### config.mk
export PLATFORM = sky130hd
export DESIGN_NAME = program_loader
export DESIGN_NICKNAME = d
export VERILOG_FILES = /design/src/dsp_pkg.sv /design/src/program_loader.sv
export SDC_FILE = /design/constraint.sdc
export NUM_CORES = 1
export LEC_CHECK = 0
export BUFFER_PORTS_ARGS = -buffer_cell sky130_fd_sc_hd__buf_2
export CORE_ASPECT_RATIO = 1.5
export CORE_MARGIN = 10
export CORE_UTILIZATION = 35
export CTS_CLUSTER_DIAMETER = 60
export CTS_CLUSTER_SIZE = 20
export DETAILED_ROUTE_END_ITERATION = 12
export PLACE_DENSITY = 0.52
export SLEW_MARGIN = 15
export SYNTH_ARGS = -nofsm -noshare
export SYNTH_HDL_FRONTEND = slang
export SYNTH_SLANG_ARGS = --single-unit
export TNS_END_PERCENT = 5
### constraint.sdc
create_clock -name clk -period 4.6 [get_ports clk]
set_input_delay 0.69 -clock clk [delete_from_list [all_inputs] [get_ports clk]]
set_output_delay 0.69 -clock clk [all_outputs]
set_load 0.1 [all_outputs]
### src/dsp_pkg.sv
package dsp_pkg;

	// Datapath and storage sizes.
	localparam int data_width       = 16;
	localparam int n_blocks         = 16;
	localparam int block_addr_width = 4;
	localparam int reg_addr_width   = 4;
	localparam int mem_addr_width   = 4;
	localparam int shift_width      = 3;
	localparam int instr_width      = 32;
	localparam int n_regs           = 16;  // Per block.
	localparam int n_channels       = 16;
	localparam int n_mem_words      = 16;

	localparam logic signed [data_width-1:0] sample_max = 16'sh7fff;
	localparam logic signed [data_width-1:0] sample_min = 16'sh8000;

	// Bit positions inside the instruction word.
	localparam int op_msb        = 31;
	localparam int op_lsb        = 28;
	localparam int src_a_msb     = 27;
	localparam int src_a_lsb     = 24;
	localparam int src_a_reg_bit = 23;
	localparam int src_b_msb     = 22;
	localparam int src_b_lsb     = 19;
	localparam int src_b_reg_bit = 18;
	localparam int src_c_msb     = 17;
	localparam int src_c_lsb     = 14;
	localparam int src_c_reg_bit = 13;
	localparam int dest_msb      = 12;
	localparam int dest_lsb      = 9;
	localparam int dest_reg_bit  = 8;
	localparam int saturate_bit  = 7;
	localparam int shift_msb     = 6;
	localparam int shift_lsb     = 4;
	localparam int res_addr_msb  = 3;
	localparam int res_addr_lsb  = 0;

	typedef enum logic [3:0] {
		op_nop  = 4'd0,
		op_add  = 4'd1,
		op_sub  = 4'd2,
		op_lsh  = 4'd3,
		op_rsh  = 4'd4,
		op_arsh = 4'd5,
		op_mul  = 4'd6,
		op_mad  = 4'd7,
		op_abs  = 4'd8,
		op_save = 4'd9,
		op_load = 4'd10,
		op_mov  = 4'd11
	} block_op_t;

	typedef enum logic [3:0] {
		st_idle,
		st_fetch,
		st_decode,
		st_get_a,
		st_get_b,
		st_get_c,
		st_exec,
		st_wait,
		st_load,
		st_write,
		st_next,
		st_finish
	} seq_state_t;

endpackage

### src/program_loader.sv
`timescale 1ns/1ns

module program_loader (
	input  logic clk,
	input  logic reset,
	input  logic command_instr_write,
	input  logic command_reg_write,
	input  logic [dsp_pkg::block_addr_width-1:0] command_block_target,
	input  logic [dsp_pkg::instr_width-1:0] command_instr_write_val,
	input  logic [dsp_pkg::block_addr_width-1:0] block_sel,
	input  logic reg_write_taken,
	output logic [dsp_pkg::instr_width-1:0] instr,
	output logic [dsp_pkg::block_addr_width-1:0] last_block,
	output logic reg_write_pending,
	output logic instr_write_ack,
	output logic reg_write_ack
);
	import dsp_pkg::*;

	logic [instr_width-1:0] instr_mem [n_blocks];
	logic reg_write_prev;

	always_ff @(posedge clk) begin
		if (command_instr_write)
			instr_mem[command_block_target] <= command_instr_write_val;
		instr <= instr_mem[block_sel];  // Valid one cycle after the slot is addressed.
	end

	always_ff @(posedge clk) begin
		if (reset) begin
			last_block <= '0;
			reg_write_prev <= 1'b0;
			reg_write_pending <= 1'b0;
			instr_write_ack <= 1'b0;
			reg_write_ack <= 1'b0;
		end else begin
			instr_write_ack <= command_instr_write;
			reg_write_ack <= reg_write_taken;
			reg_write_prev <= command_reg_write;
			if (command_instr_write && command_block_target > last_block)
				last_block <= command_block_target;
			// A new request edge wins over the sequencer taking the old one.
			if (command_reg_write && !reg_write_prev)
				reg_write_pending <= 1'b1;
			else if (reg_write_taken)
				reg_write_pending <= 1'b0;
		end
	end

endmodule

---- Word level (Yosys, flattened, before mapping) ----
Memory sizes are Yosys's and may differ from the RTL's. A register that Yosys moved wholly into a read port is not among the register bits.
Cells that the tools add are included.
cells by class
  shifts and indexed selects .............. 0
  reductions and logical operators ........ 4
  mux-type cells .......................... 4
  bitwise logic cells ..................... 0
  $mul .................................... 0
  add/subtract/negate cells ............... 0
  magnitude comparators ................... 1
  equal/unequal tests ..................... 0
  div/mod/pow operators ................... 0
operators by type and width
  cell                           number
  4-bit greater-than comparator  1
  1-bit two-way mux              4
  1-bit logical AND              2
  2-bit nonzero test             1
  1-bit zero test                1
word-level totals
  bits in latches ......................... 0
  bits of input ports ..................... 45
  word-level logic and storage cells ...... 15
  memory bits (writable) .................. 512
  output and inout port bits .............. 39
  register bits ........................... 8
  memories kept ........................... 1
  ROM bits ................................ 0
memories
  name       words  bits a word  read ports  clocked after Yosys merged registers in  wr ports  RTL line              RTL
  instr_mem  16     32           1           1                                        1         program_loader.sv:20  logic [instr_width-1:0] instr_mem [n_blocks];

---- Depth between registers and ports, before layout ----
Gate-level depths: netlist of the first run.
  depth in word-level cells ............... 3
  mapped depth ............................ 6
  depth with buffers taken out ............ 6

---- Least setup slack after synthesis of the first run ----
OpenSTA, ideal clock, no wires.
  path type ............................... input to register
  from .................................... input command_block_target[1] (netlist bit)
  to ...................................... memory instr_mem[0][0], enable pin
  setup time .............................. 461 ps
  stages .................................. 2
  path slack .............................. 730 ps
  buffers on the path ..................... 0
  data arrival time ....................... 3409 ps
  required time ........................... 4139 ps
  cell sequence ........................... or3b_2 -> nor3_1
RTL lines
  item                RTL line              RTL
  start: declaration  program_loader.sv:8   input logic [dsp_pkg::block_addr_width-1:0] command_block_target,
  end: declaration    program_loader.sv:20
No word-level cell before the write port.

---- Final worst setup path of the first run ----
  from .................................... input command_block_target[1] (netlist bit)
  to ...................................... memory instr_mem[9][17], enable pin
No word-level cell before the write port.

==> results.txt, run 1 <==
Hold repair after CTS inserted 0 buffers. Dividing the detail-routed wire length by the instance count gives 25.0 um. For this run, global-route usage on met2 was measured as 23.0%. The tools report the number of instances in the synthesized netlist as 880. The post-synthesis mux area share is 14.5%, and the met1 demand-to-capacity share in global routing is 16.5%. During synthesis, Yosys emitted a total of 0 warnings. Counting flops and latches in the post-synthesis netlist gives 552. The first global-routing pass estimated 65900 um of wire. Summing the areas of all xor and xnor instances in the mapped netlist gives 0% of the synthesized area. The area fraction of the dominant cell type after synthesis is 76.0%. Cells fill 40.0% of the core in the end.

The smallest clock period supported by the final layout is computed as 2240 ps. After clock tree synthesis, the repair step resized 0 gates. By count the netlist is led by edfxtp_1, mux4_2, a22oi_1. Setup violations remaining at the end of the flow were counted as 0. OpenSTA, run right after detailed placement, puts the worst setup slack at 1750 ps.

In the final layout, the share of cells above drive strength 1 is 30.0%. Headroom to the max-slew limit came out at 27.6%. Clock-pin slew was measured on the worst setup and hold paths at 80 ps. The first routing iteration left 556 violations. The setup clock skew after layout is 15.7 ps. The placeable core region came out at 57000 sq um.

In this run the remaining antenna-violating nets after routing total 0. The tools report the largest net degree at the start of global routing as 58. For the total count of hold-check failures in the final report, the log shows 0. The number of sinks handled by clock tree synthesis came out at 552. The via count of the first global-routing pass is 9848, and the initial antenna violation count is 2. The final critical path takes up 48.8% of the cycle. Leaving out filler cells and counting taps, the final layout contains 1767.

The worst hold path belongs to the class in2reg. The initialized floorplan defines 107 standard-cell rows. The pin slew with the least headroom to its limit is 1090 ps. The die is 216 um wide. Summing the areas of all compound-gate instances in the mapped netlist gives 2.49% of the synthesized area.

The setup path with the least slack is of type in2reg. The net count reported at finish came out at 1030. Along the worst path, the maximum fanout reaches 19.

Sorting the synthesized cells by area gives the leading types as edfxtp_1, mux4_2, dfxtp_1. STA puts the critical path data required time at 4830 ps. The synthesized netlist devotes 0.247% of its cell area to adder and majority cells. Before antenna repair, the detailed router went through 4 iterations.

Dominant cell type by area after synthesis: edfxtp_1. The congestion estimate from routability-driven global placement came to 0.707. After layout, the worst setup slack is 2360 ps. The repair_antennas step left the layout with diodes totalling 0. Setup repair after global routing left no endpoint under its margin.

The tools report the final HPWL from detailed placement as 24900 um. The run gives 0 as the max-slew violation count. The tools report the later-pin clock latency in the skew report as 550 ps. The H-tree was split into 2 levels. The net count after synthesis is 929. VDD sags by at most 0.187 mV.

The design draws 9.61 mW. TritonCTS built the clock tree. The die is 314 um tall. The post-synthesis share of cell area spent on and, or, nand and nor gates was 1.72%. The flow ran to the end, and the final reports show no timing, DRC or antenna violations. The tools report the I/O pin count as 84. After synthesis, the mean cell area works out to 23.0 sq um. Setup total negative slack on the finished layout was measured at 0 ps. STA classifies the critical path endpoint as a flip-flop.

By instance count, the leading cell after synthesis is edfxtp_1. The vias after detailed routing came out at 8971. The run gives 446 MHz as the maximum frequency from static timing analysis. The logs give 44300 um for the final wirelength and 13.0% for the global-route total usage across every layer. For the worst setup path, the data arrival time is 2470 ps.

In this run the power density over the cells is 421 nW/um^2. Setup fix buffers added after clock tree synthesis: 0. Counting flops with a built-in enable in the synthesized netlist gives 512. In this run, CTS created clock tree buffers numbering 36.

The mapped netlist covers 20200 sq um. During placement, the flow inserted port buffers numbering 83. After synthesis, the largest family of logic cells by area is multiplexers. The most used routing layer is met2. For this run, global-route usage on met3 was measured as 1.79%. The share of synthesized flip-flops with an asynchronous set or reset is 0%, and the static power due to leakage is 7.20 nW. Once the floorplan was initialized, standard cells occupied 35.5% of the core. After synthesis, flip-flops and latches occupy 80.0% of the total area. Dominant synthesized flop cell: edfxtp_1.

The element type at the critical path start was a primary input. After detailed placement, the design holds a cell count of 1706. The signed area change from the synthesized netlist to the final layout works out to 12.9%. Global routing finished with a remaining overflow of 0.

The via density per instance came out at 5.08. The logs give 0 for the number of maximum-capacitance violations and 68000 sq um for the area of the die. The clock tree buffer depth came out at 3. The remaining design rule violation count was 0; the count of unique library cells instantiated by Yosys was 23.

Root buffer cell: clkbuf_16.
## sequential cells by signal (all words and copies together) (netlist names)
| signal | count |
|---|---|
| instr_write_ack | 1 |
| reg_write_ack | 1 |
| reg_write_pending | 1 |
| reg_write_prev | 1 |
| instr | 32 |
| instr_mem | 512 |
| last_block | 4 |
## worst paths after layout
kind / cells past startpoint / startpoint / slack (ps) / endpoint
worst max register to register: 6 / last_block[1]$_SDFFE_PP0P_ / 2950 / last_block[0]$_SDFFE_PP0P_
worst min-delay path: 2 / command_reg_write / 390 / reg_write_prev$_SDFF_PP0_
worst min register to register: 2 / last_block[2]$_SDFFE_PP0P_ / 490 / last_block[2]$_SDFFE_PP0P_
worst max-delay path: 4 / command_block_target[1] / 2360 / instr_mem[9][17]$_DFFE_PP_
## placed cells by master, fill, tap and decap left out
cell type,n
ha_1,4
clkbuf_8,2
nand2_1,35
clkinv_1,2
nand2b_1,11
buf_4,22
nand4_1,1
clkinvlp_4,1
inv_12,1
inv_1,4
a22oi_1,64
nor3_2,4
nor2b_1,4
edfxtp_1,512
buf_6,1
or3b_2,1
buf_2,81
o211ai_1,1
nand3_1,1
and2_2,1
inv_8,2
nor2_4,13
nand3b_1,2
clkinv_8,2
mux4_2,128
buf_12,3
clkbuf_1,15
dfxtp_1,40
nor2b_4,2
mux2i_1,4
clkbuf_16,37
a21oi_1,3
## layout make-up
type | instances | area [sq um]
Sequential cell | 552 | 16200
Timing Repair Buffer | 108 | 656
Tap cell | 763 | 955
Inverter | 4 | 15.0
Fill cell | 5100 | 34200
Multi-Input combinational cell | 279 | 3960
Clock inverter | 8 | 86.3
Clock buffer | 53 | 996
## routing by layer
| metal | vias up | part of all wire [%] | wire [um] |
|---|---|---|---|
| met4 | 2 | 2.0 | 866 |
| li1 | 3897 | - | - |
| met3 | 45 | 3.6 | 1590 |
| met5 | - | 0.043 | 19 |
| met2 | 177 | 52 | 23200 |
| met1 | 4850 | 42 | 18600 |
## per-stage QoR
stage / hold slack, ps / instance area [sq um]
2_1_floorplan: 467 / 20200
3_3_place_gp: 453 / 21800
3_5_place_dp: 483 / 21800
4_1_cts: 362 / 22800
5_1_grt: 393 / 22800
6_report: 389 / 22800
## logic make-up after synthesis
logic type                 Yosys count
AOI/OAI and AO/OA                   68
adders and majority gates            4
buffers and inverters               49
muxes                              132
and+or+nand+nor                     75
DFF                                552
## worst max-delay path, cell delays in order
cell	delay [ps]
buf_2	130
or3b_2	600
nor2_4	640
buf_4	390
## where the power goes
part | leakage, nW | internal [mW] | switching [mW] | total [mW]
Combinational | 1.72 | 0.213 | 0.567 | 0.780
Clock | 0.517 | 1.54 | 1.64 | 3.18
Sequential | 4.96 | 5.61 | 0.0396 | 5.65
Note: power is estimated with default switching activity, not from simulation.
==> run 2: changes to the inputs <==
- clock period: 4.6 -> 2.3 ns (I/O delays scaled with it)
==> run 2 against run 1 <==
Net effect: die area did not move; cell area rose by 2.0%; combinational power rose by 110%; largest power group unchanged; clock-buffer cell count fell by 3; flip-flop and latch count did not move; clock skew rose by 2.4 ps; register-to-register slack got worse by 2300 ps; sequential share of layout area fell by 1.4 points; wire length rose by 0.86%; non-clock buffer count rose by 18; critical path type is now reg2out; largest cell class unchanged.
==> results.txt, run 2 (same netlist as run 1, synthesis figures left out) <==
The routed design could run at a clock period as short as 1770 ps. The post-cts resize count is 0 (unchanged), and the area of the die is 68000 sq um (unchanged). The power density over the cells is 828 nW/um^2 (+97%). Critical path's largest stage delay: 460 ps (-180 ps). The critical path capture point type is an output pin. The number of detailed-route iterations in the first pass was 4 (unchanged); the overall die width was 216 um (unchanged). Ratio of cells with drive above 1 in the final layout: 31.5% (+1.6 points). The DRC marker count from the first detailed-route iteration came out at 626 (+13%). The class of the most critical hold timing path is in2reg. Critical hold path startpoint: reg_write_taken. The tools report the remaining design rule violation count as 0 (unchanged). Detailed-route wire length per cell: 25.0 um (-0.27%). The total buffers and inverters traversed by the critical path was 1 (-1); the post-route cell area was 23300 sq um (+2.0%). The run gives 24100 um (-3.1%) as the final HPWL from detailed placement.

The final wirelength came out at 44600 um (+0.86%). Cell count of the worst hold path: 2 (unchanged). The tools report the first-pass GRT wire length as 67200 um (+1.9%).

For the setup fix buffers added after clock tree synthesis, the log shows 0 (unchanged). Pin slew with the least headroom to its limit: 531 ps (-555 ps). In the layout the commonest cells are edfxtp_1, mux4_2, buf_2.

The number of maximum-capacitance violations was 0 (unchanged). The largest net degree at the start of global routing was 53 (-8.6%); the signed area change from the synthesized netlist to the final layout was 15.2%. The tools report the global-route total usage across every layer as 13.2% (+0.14 points). The worst slack at placement is 257 ps (-1490 ps), and the via density per instance is 5.15 (+1.4%). The quantity of I/O buffers inserted on ports is 83 (unchanged). The tools report the launch point of the worst reg-to-reg path as last_block[1]$_SDFFE_PP0P_. The register ranked first by flip-flop count was instr_mem. In the final layout, the registers with the most flip-flops are instr_mem (512), instr (32), last_block (4).

Number of sinks handled by clock tree synthesis: 552 (unchanged). The count of cells along the worst register-to-register path is 6 (unchanged). The tools report the critical path required time as 1960 ps (-2870 ps).

Placeable core region: 57000 sq um (unchanged). The clock tree buffer depth came out at 3 (unchanged). The run gives 2 (unchanged) as the CTS H-tree depth. The antenna diode count was 0 (unchanged); the max-slew violation count was 0 (unchanged).

Leaving out fill and tap cells, the most frequent cell in the layout is edfxtp_1. The overall power after layout is 19.3 mW (+100%), and the worst ir drop on vdd is 0.496 mV (+160%). For the final count of negative-setup-slack endpoints, the log shows 0 (unchanged). The global placement routability congestion was 0.707 (about the same).

The net count reported at finish is 1048 (+1.7%), and the slack of the critical path is 534 ps (-1820 ps). The worst slew margin relative to its limit is 64.6% (+37 points). Setup clock skew after layout: 18.2 ps (+2.42 ps). TritonCTS built the clock tree.

Setup repair after global routing left no endpoint under its margin. The run gives 35.5% (unchanged) as the initial standard-cell utilization of the core. The endpoint identified for the worst register-to-register timing path is last_block[0]$_SDFFE_PP0P_. The hold-fix buffer count after cts was 1 (+1); the largest fanout on the critical path was 1 (-18).

The via count of the first global-routing pass came out at 10100 (+2.7%). The logs give 0 (unchanged) for the total count of hold-check failures in the final report and 0 (unchanged) for the total congestion overflow after global routing. The run gives 36 (unchanged) as the clock buffer count from CTS. The static power due to leakage was 7.37 nW (+2.5%). The number of cell rows was 107 (unchanged); the maximum frequency from static timing analysis was 566 MHz. The clock transition at the registers of the reported paths is 80 ps (about the same), and the utilization after layout is 40.8% (+0.80 points). The final critical-path share of the clock period works out to 76.8%. Cell with the largest stage delay on the worst path: buf_2. The vias after detailed routing is 9199 (+2.5%). The tools report the final-layout setup total negative slack as 0 ps (unchanged). The tools report the final-layout fill cell count as 5107 (+0.14%). The flip-flop count of the largest register, all copies and words added came out at 512 (unchanged).

The root buffer cell chosen for the clock tree is clkbuf_16. The tools report the register-to-register setup slack as 630 ps (-2320 ps). The initial antenna violation count came out at 0 (-2). The run finished with clean final reports. The run gives 84 (unchanged) as the I/O pin count. The kind of cell with the highest combined delay along the critical path is buffers and inverters. For the post-placement cell area, the log shows 22200 sq um (+2.0%). The worst hold path terminates at reg_write_ack$_SDFF_PP0_. Walking the worst path, the cells encountered are buf_2. The floorplan die height is 314 um (unchanged), and the signal arrival time at the worst endpoint is 1420 ps (-1050 ps). By startpoint and endpoint, the worst setup path is classified as reg2out.

The later-pin clock latency in the skew report is 560 ps (about the same). The worst setup path is launched from a flip-flop. The run gives 0 (unchanged) as the number of nets with antenna violations after routing.
## run 2: cell types whose count changed in the layout (fill, tap and decap cells not counted), sizes merged
cell,change
clkinv,+2
dlygate4sd3,+1
buf,+17
clkbuf,-3
inv,+3
## run 2: worst max path at each step
stage          cells past startpoint                    endpoint  slack [ps]                  startpoint
4_1_cts                            1                   instr[13]         490           instr[13]$_DFF_P_
2_1_floorplan                      2   instr_mem[6][0]$_DFFE_PP_        -940     command_block_target[3]
3_5_place_dp                       6           instr[13]$_DFF_P_         260                block_sel[0]
6_report                           1                   instr[10]         530           instr[10]$_DFF_P_
5_1_grt                            6  last_block[0]$_SDFFE_PP0P_         370  last_block[1]$_SDFFE_PP0P_
3_3_place_gp                       6           instr[13]$_DFF_P_         260                block_sel[0]
## run 2: where the power goes
group,internal (mW),switching [mW],total (mW)
Clock,3.05,3.33,6.38
Sequential,11.2,0.0771,11.3
Combinational,0.478,1.15,1.63
Total,14.7,4.55,19.3
## run 2: layer usage
| metal | global-route usage (%) | share of wire (%) | up-vias | routed length (um) |
|---|---|---|---|---|
| met5 | 0 | 0 | - | 0 |
| met4 | 3.28 | 1.7 | 0 | 758 |
| met3 | 1.79 | 3.8 | 49 | 1700 |
| met2 | 22.7 | 51 | 186 | 22900 |
| met1 | 17.3 | 43 | 5034 | 19200 |
| li1 | - | - | 3930 | - |
## run 2: through the flow
stage                     hold slack [ps]  std cells
after floorplan                       444        880
after global placement                454       1723
after detailed placement              463       1723
after CTS                            1.36       1787
after global routing                 12.2       1787
final                                25.9       1787
## run 2: layout make-up
class                   count  area, sq um  share of cell area [%]
well taps                 763          955                    4.10
clock buffers              50          975                    4.18
multi-input cells         279         3960                    17.0
clock inverters            13          110                   0.473
inverters                   4         15.0                  0.0645
repair buffers            126         1100                    4.73
flip-flops and latches    552        16200                    69.4
==> run 3: changes to the inputs <==
- PLACE_DENSITY: 0.52 -> 0.54
- clock period: 2.3 -> 1.5 ns (I/O delays scaled with it)
==> run 3 against run 2 <==
Net effect: sequential power rose by 53%; critical path depth up 5; flip-flop and latch count unchanged; die area unchanged; total power up 54%; the flow now finishes with violations (setup timing); global-route usage grew 0.50 points; wire length grew 3.5%; first-iteration DRC count up 5.9%; cell count is 3.2% higher.
==> results.txt, run 3 (same netlist as run 1, synthesis figures left out) <==
The run gives 1105 (+5.4%) as the net count reported at finish. The tools report the critical path capture point type as a flip-flop. For the final wirelength, the log shows 46200 um (+3.5%). The number of maximum-capacitance violations was 0 (unchanged). The run finished, with violations left.

For the number of cell rows, the log shows 107 (unchanged). The worst-case hold slack is 38.2 ps (+12.3 ps), and the largest fanout on the critical path is 4 (+3). The net switching power is 6.93 mW (+52%), and the area of the die is 68000 sq um (unchanged). The final count of negative-setup-slack endpoints came out at 2 (+2).

Switching power as a share of total power: 23.3% (-0.26 points). The total congestion overflow after global routing is 0 (unchanged), and the quantity of I/O buffers inserted on ports is 83 (unchanged). The final HPWL from detailed placement is 27200 um (+13%), and the slack of the critical path is -4.40 ps (-539 ps). The register-to-register setup slack came out at -4 ps (-630 ps).

Clock transition at the registers of the reported paths: 80 ps (about the same). The tools report the number of detailed-route iterations in the first pass as 6 (+2). The vias after detailed routing is 9336 (+1.5%), and the signed area change from the synthesized netlist to the final layout is 19.5%.

The floorplan die height was 314 um (unchanged). The tools report the initial antenna violation count as 5 (+5). In this run the clock root is driven by a clkbuf_16.

The flip-flop count of the largest register, all copies and words added was 512 (unchanged); the placeable core region was 57000 sq um (unchanged). The power density over the cells is 1230 nW/um^2 (+48%). For the later-pin clock latency in the skew report, the log shows 550 ps (about the same). Class of the most critical hold timing path: in2reg.

Overall die width: 216 um (unchanged). Setup repair after global routing could not meet its margin everywhere. Pin slew with the least headroom to its limit: 406 ps (-125 ps). The number of nets with antenna violations after routing was 0 (unchanged); the total count of hold-check failures in the final report was 0 (unchanged). For the signal arrival time at the worst endpoint, the log shows 1950 ps (+530 ps). Leaving out fill and tap cells, the most frequent cells in the layout are edfxtp_1, mux4_2, buf_4. The combinational group share of total power was 9.3% (+0.9 points). The run gives 84 (unchanged) as the I/O pin count.

STA classifies the critical path startpoint as a flip-flop. The maximum frequency from static timing analysis was 665 MHz; the register share of total power was 58.3% (-0.2 points). Final cell count without fillers: 1844 (+3.2%). Worst ir drop on vdd: 0.910 mV (+84%). The logs give 32.4% (-0.7 points) for the clock network fraction of design power and 68700 um (+2.2%) for the first-pass GRT wire length. The logs give 1950 ps (about the same) for the critical path required time and 0 (unchanged) for the max-slew violation count.

The run gives 33 (-38%) as the largest net degree at the start of global routing. The CTS H-tree depth is 2 (unchanged). The antenna diode count was 0 (unchanged); the overall power after layout was 29.7 mW (+54%).

Leaving out fill and tap cells, the most frequent cell in the layout is edfxtp_1. The via density per instance works out to 5.06 (-1.6%). The run gives 1775 (+3.0%) as the cell count after placement. The largest registers in the layout are instr_mem (512), instr (32), last_block (4). The worst setup path is of the reg2reg kind. The ratio of cells with drive above 1 in the final layout works out to 35.2% (+3.6 points). The run gives 35 (-2.8%) as the clock buffer count from CTS. The register ranked first by flip-flop count is instr_mem. TritonCTS built the clock tree.

After layout, the worst path uses 100% of the clock period. Worst slew margin relative to its limit: 72.9% (+8.3 points). The final reports fail on setup timing.

The setup clock skew after layout was 32.9 ps (+14.7 ps); the remaining design rule violation count was 0 (unchanged). The static power due to leakage was 7.78 nW (+5.5%); the global-route total usage across every layer was 13.7% (+0.50 points). Counting I/O delays and the setup requirement, the final critical path takes 1500 ps. The run gives 663 (+5.9%) as the DRC marker count from the first detailed-route iteration.

The internal power was 22.8 mW (+54%); the number of sinks handled by clock tree synthesis was 552 (unchanged). For the clock tree buffer depth, the log shows 3 (unchanged). The detailed-route wire length per cell was 25.1 um (+0.33%).

The initial standard-cell utilization of the core was 35.5% (unchanged). The tools report the global placement routability congestion as 0.708 (+0.27%). The via count of the first global-routing pass is 10200 (+1.1%), and the final-layout fill cell count is 4960 (-2.9%).
## run 3: metal layers
metal / global-route usage, % / wire length, um / up-vias
met5: 0 / 23 / -
met2: 24.0 / 24000 / 195
met3: 1.91 / 1750 / 70
li1: - / - / 4044
met4: 3.47 / 955 / 4
met1: 17.5 / 19400 / 5023
## run 3: final cells by class
type | instances | area, sq um | share of cell area, %
clock buffers | 54 | 978 | 4.05
clock inverters | 8 | 82.6 | 0.342
inverters | 4 | 15.0 | 0.0621
multi-input cells | 279 | 4000 | 16.6
flip-flops and latches | 552 | 16200 | 66.9
well taps | 763 | 955 | 3.95
repair buffers | 184 | 1960 | 8.09
## run 3: path summary, 6_finish.rpt
path,start,endpoint,cells past startpoint
max,last_block[1]$_SDFFE_PP0P_,last_block[0]$_SDFFE_PP0P_,6
min,command_instr_write,instr_write_ack$_SDFF_PP0_,3
max reg2reg,last_block[1]$_SDFFE_PP0P_,last_block[0]$_SDFFE_PP0P_,6
min reg2reg,reg_write_pending$_SDFFE_PP0P_,reg_write_pending$_SDFFE_PP0P_,2
## run 3: power groups by stage
stage | sequential (mW) | clock [mW] | combinational (mW)
3_3_place_gp | 17.7 | 0 | 2.67
2_1_floorplan | 18.5 | 0 | 0.893
6_report | 17.3 | 9.63 | 2.75
4_1_cts | 17.3 | 9.93 | 2.80
5_1_grt | 17.4 | 10.4 | 2.92
3_5_place_dp | 17.7 | 0 | 2.69
## run 3: through the flow
step | TNS, ps | util, % | worst slack [ps] | cell area (sq um)
after floorplan | -127210 | - | -436 | 20400
after global placement | -42090 | 40.1 | -291 | 22900
after detailed placement | -45490 | 40.1 | -309 | 22900
after CTS | -32.6 | 42.4 | -16.9 | 24200
after global routing | -309 | 42.4 | -93.5 | 24200
final | -7.33 | 42.4 | -4.40 | 24200
## run 3: what timing repair did
action / 4_1_cts / 5_1_grt
hold buffers: 7 / 0
pin swaps: 0 / 3
gates resized for setup: 49 / 4
gates cloned: 0 / 0
buffers inserted: 0 / 0
endpoints found under the hold margin: 6 / 0
endpoints found under the setup margin: 43 / 111
## run 3: critical path, cell delays in order, from the launching register on
cell and delay (ps):
dfxtp_2 350, inv_2 40, ha_4 250, nor2b_1 120
o211ai_1 120, a21oi_2 300, mux2i_1 210
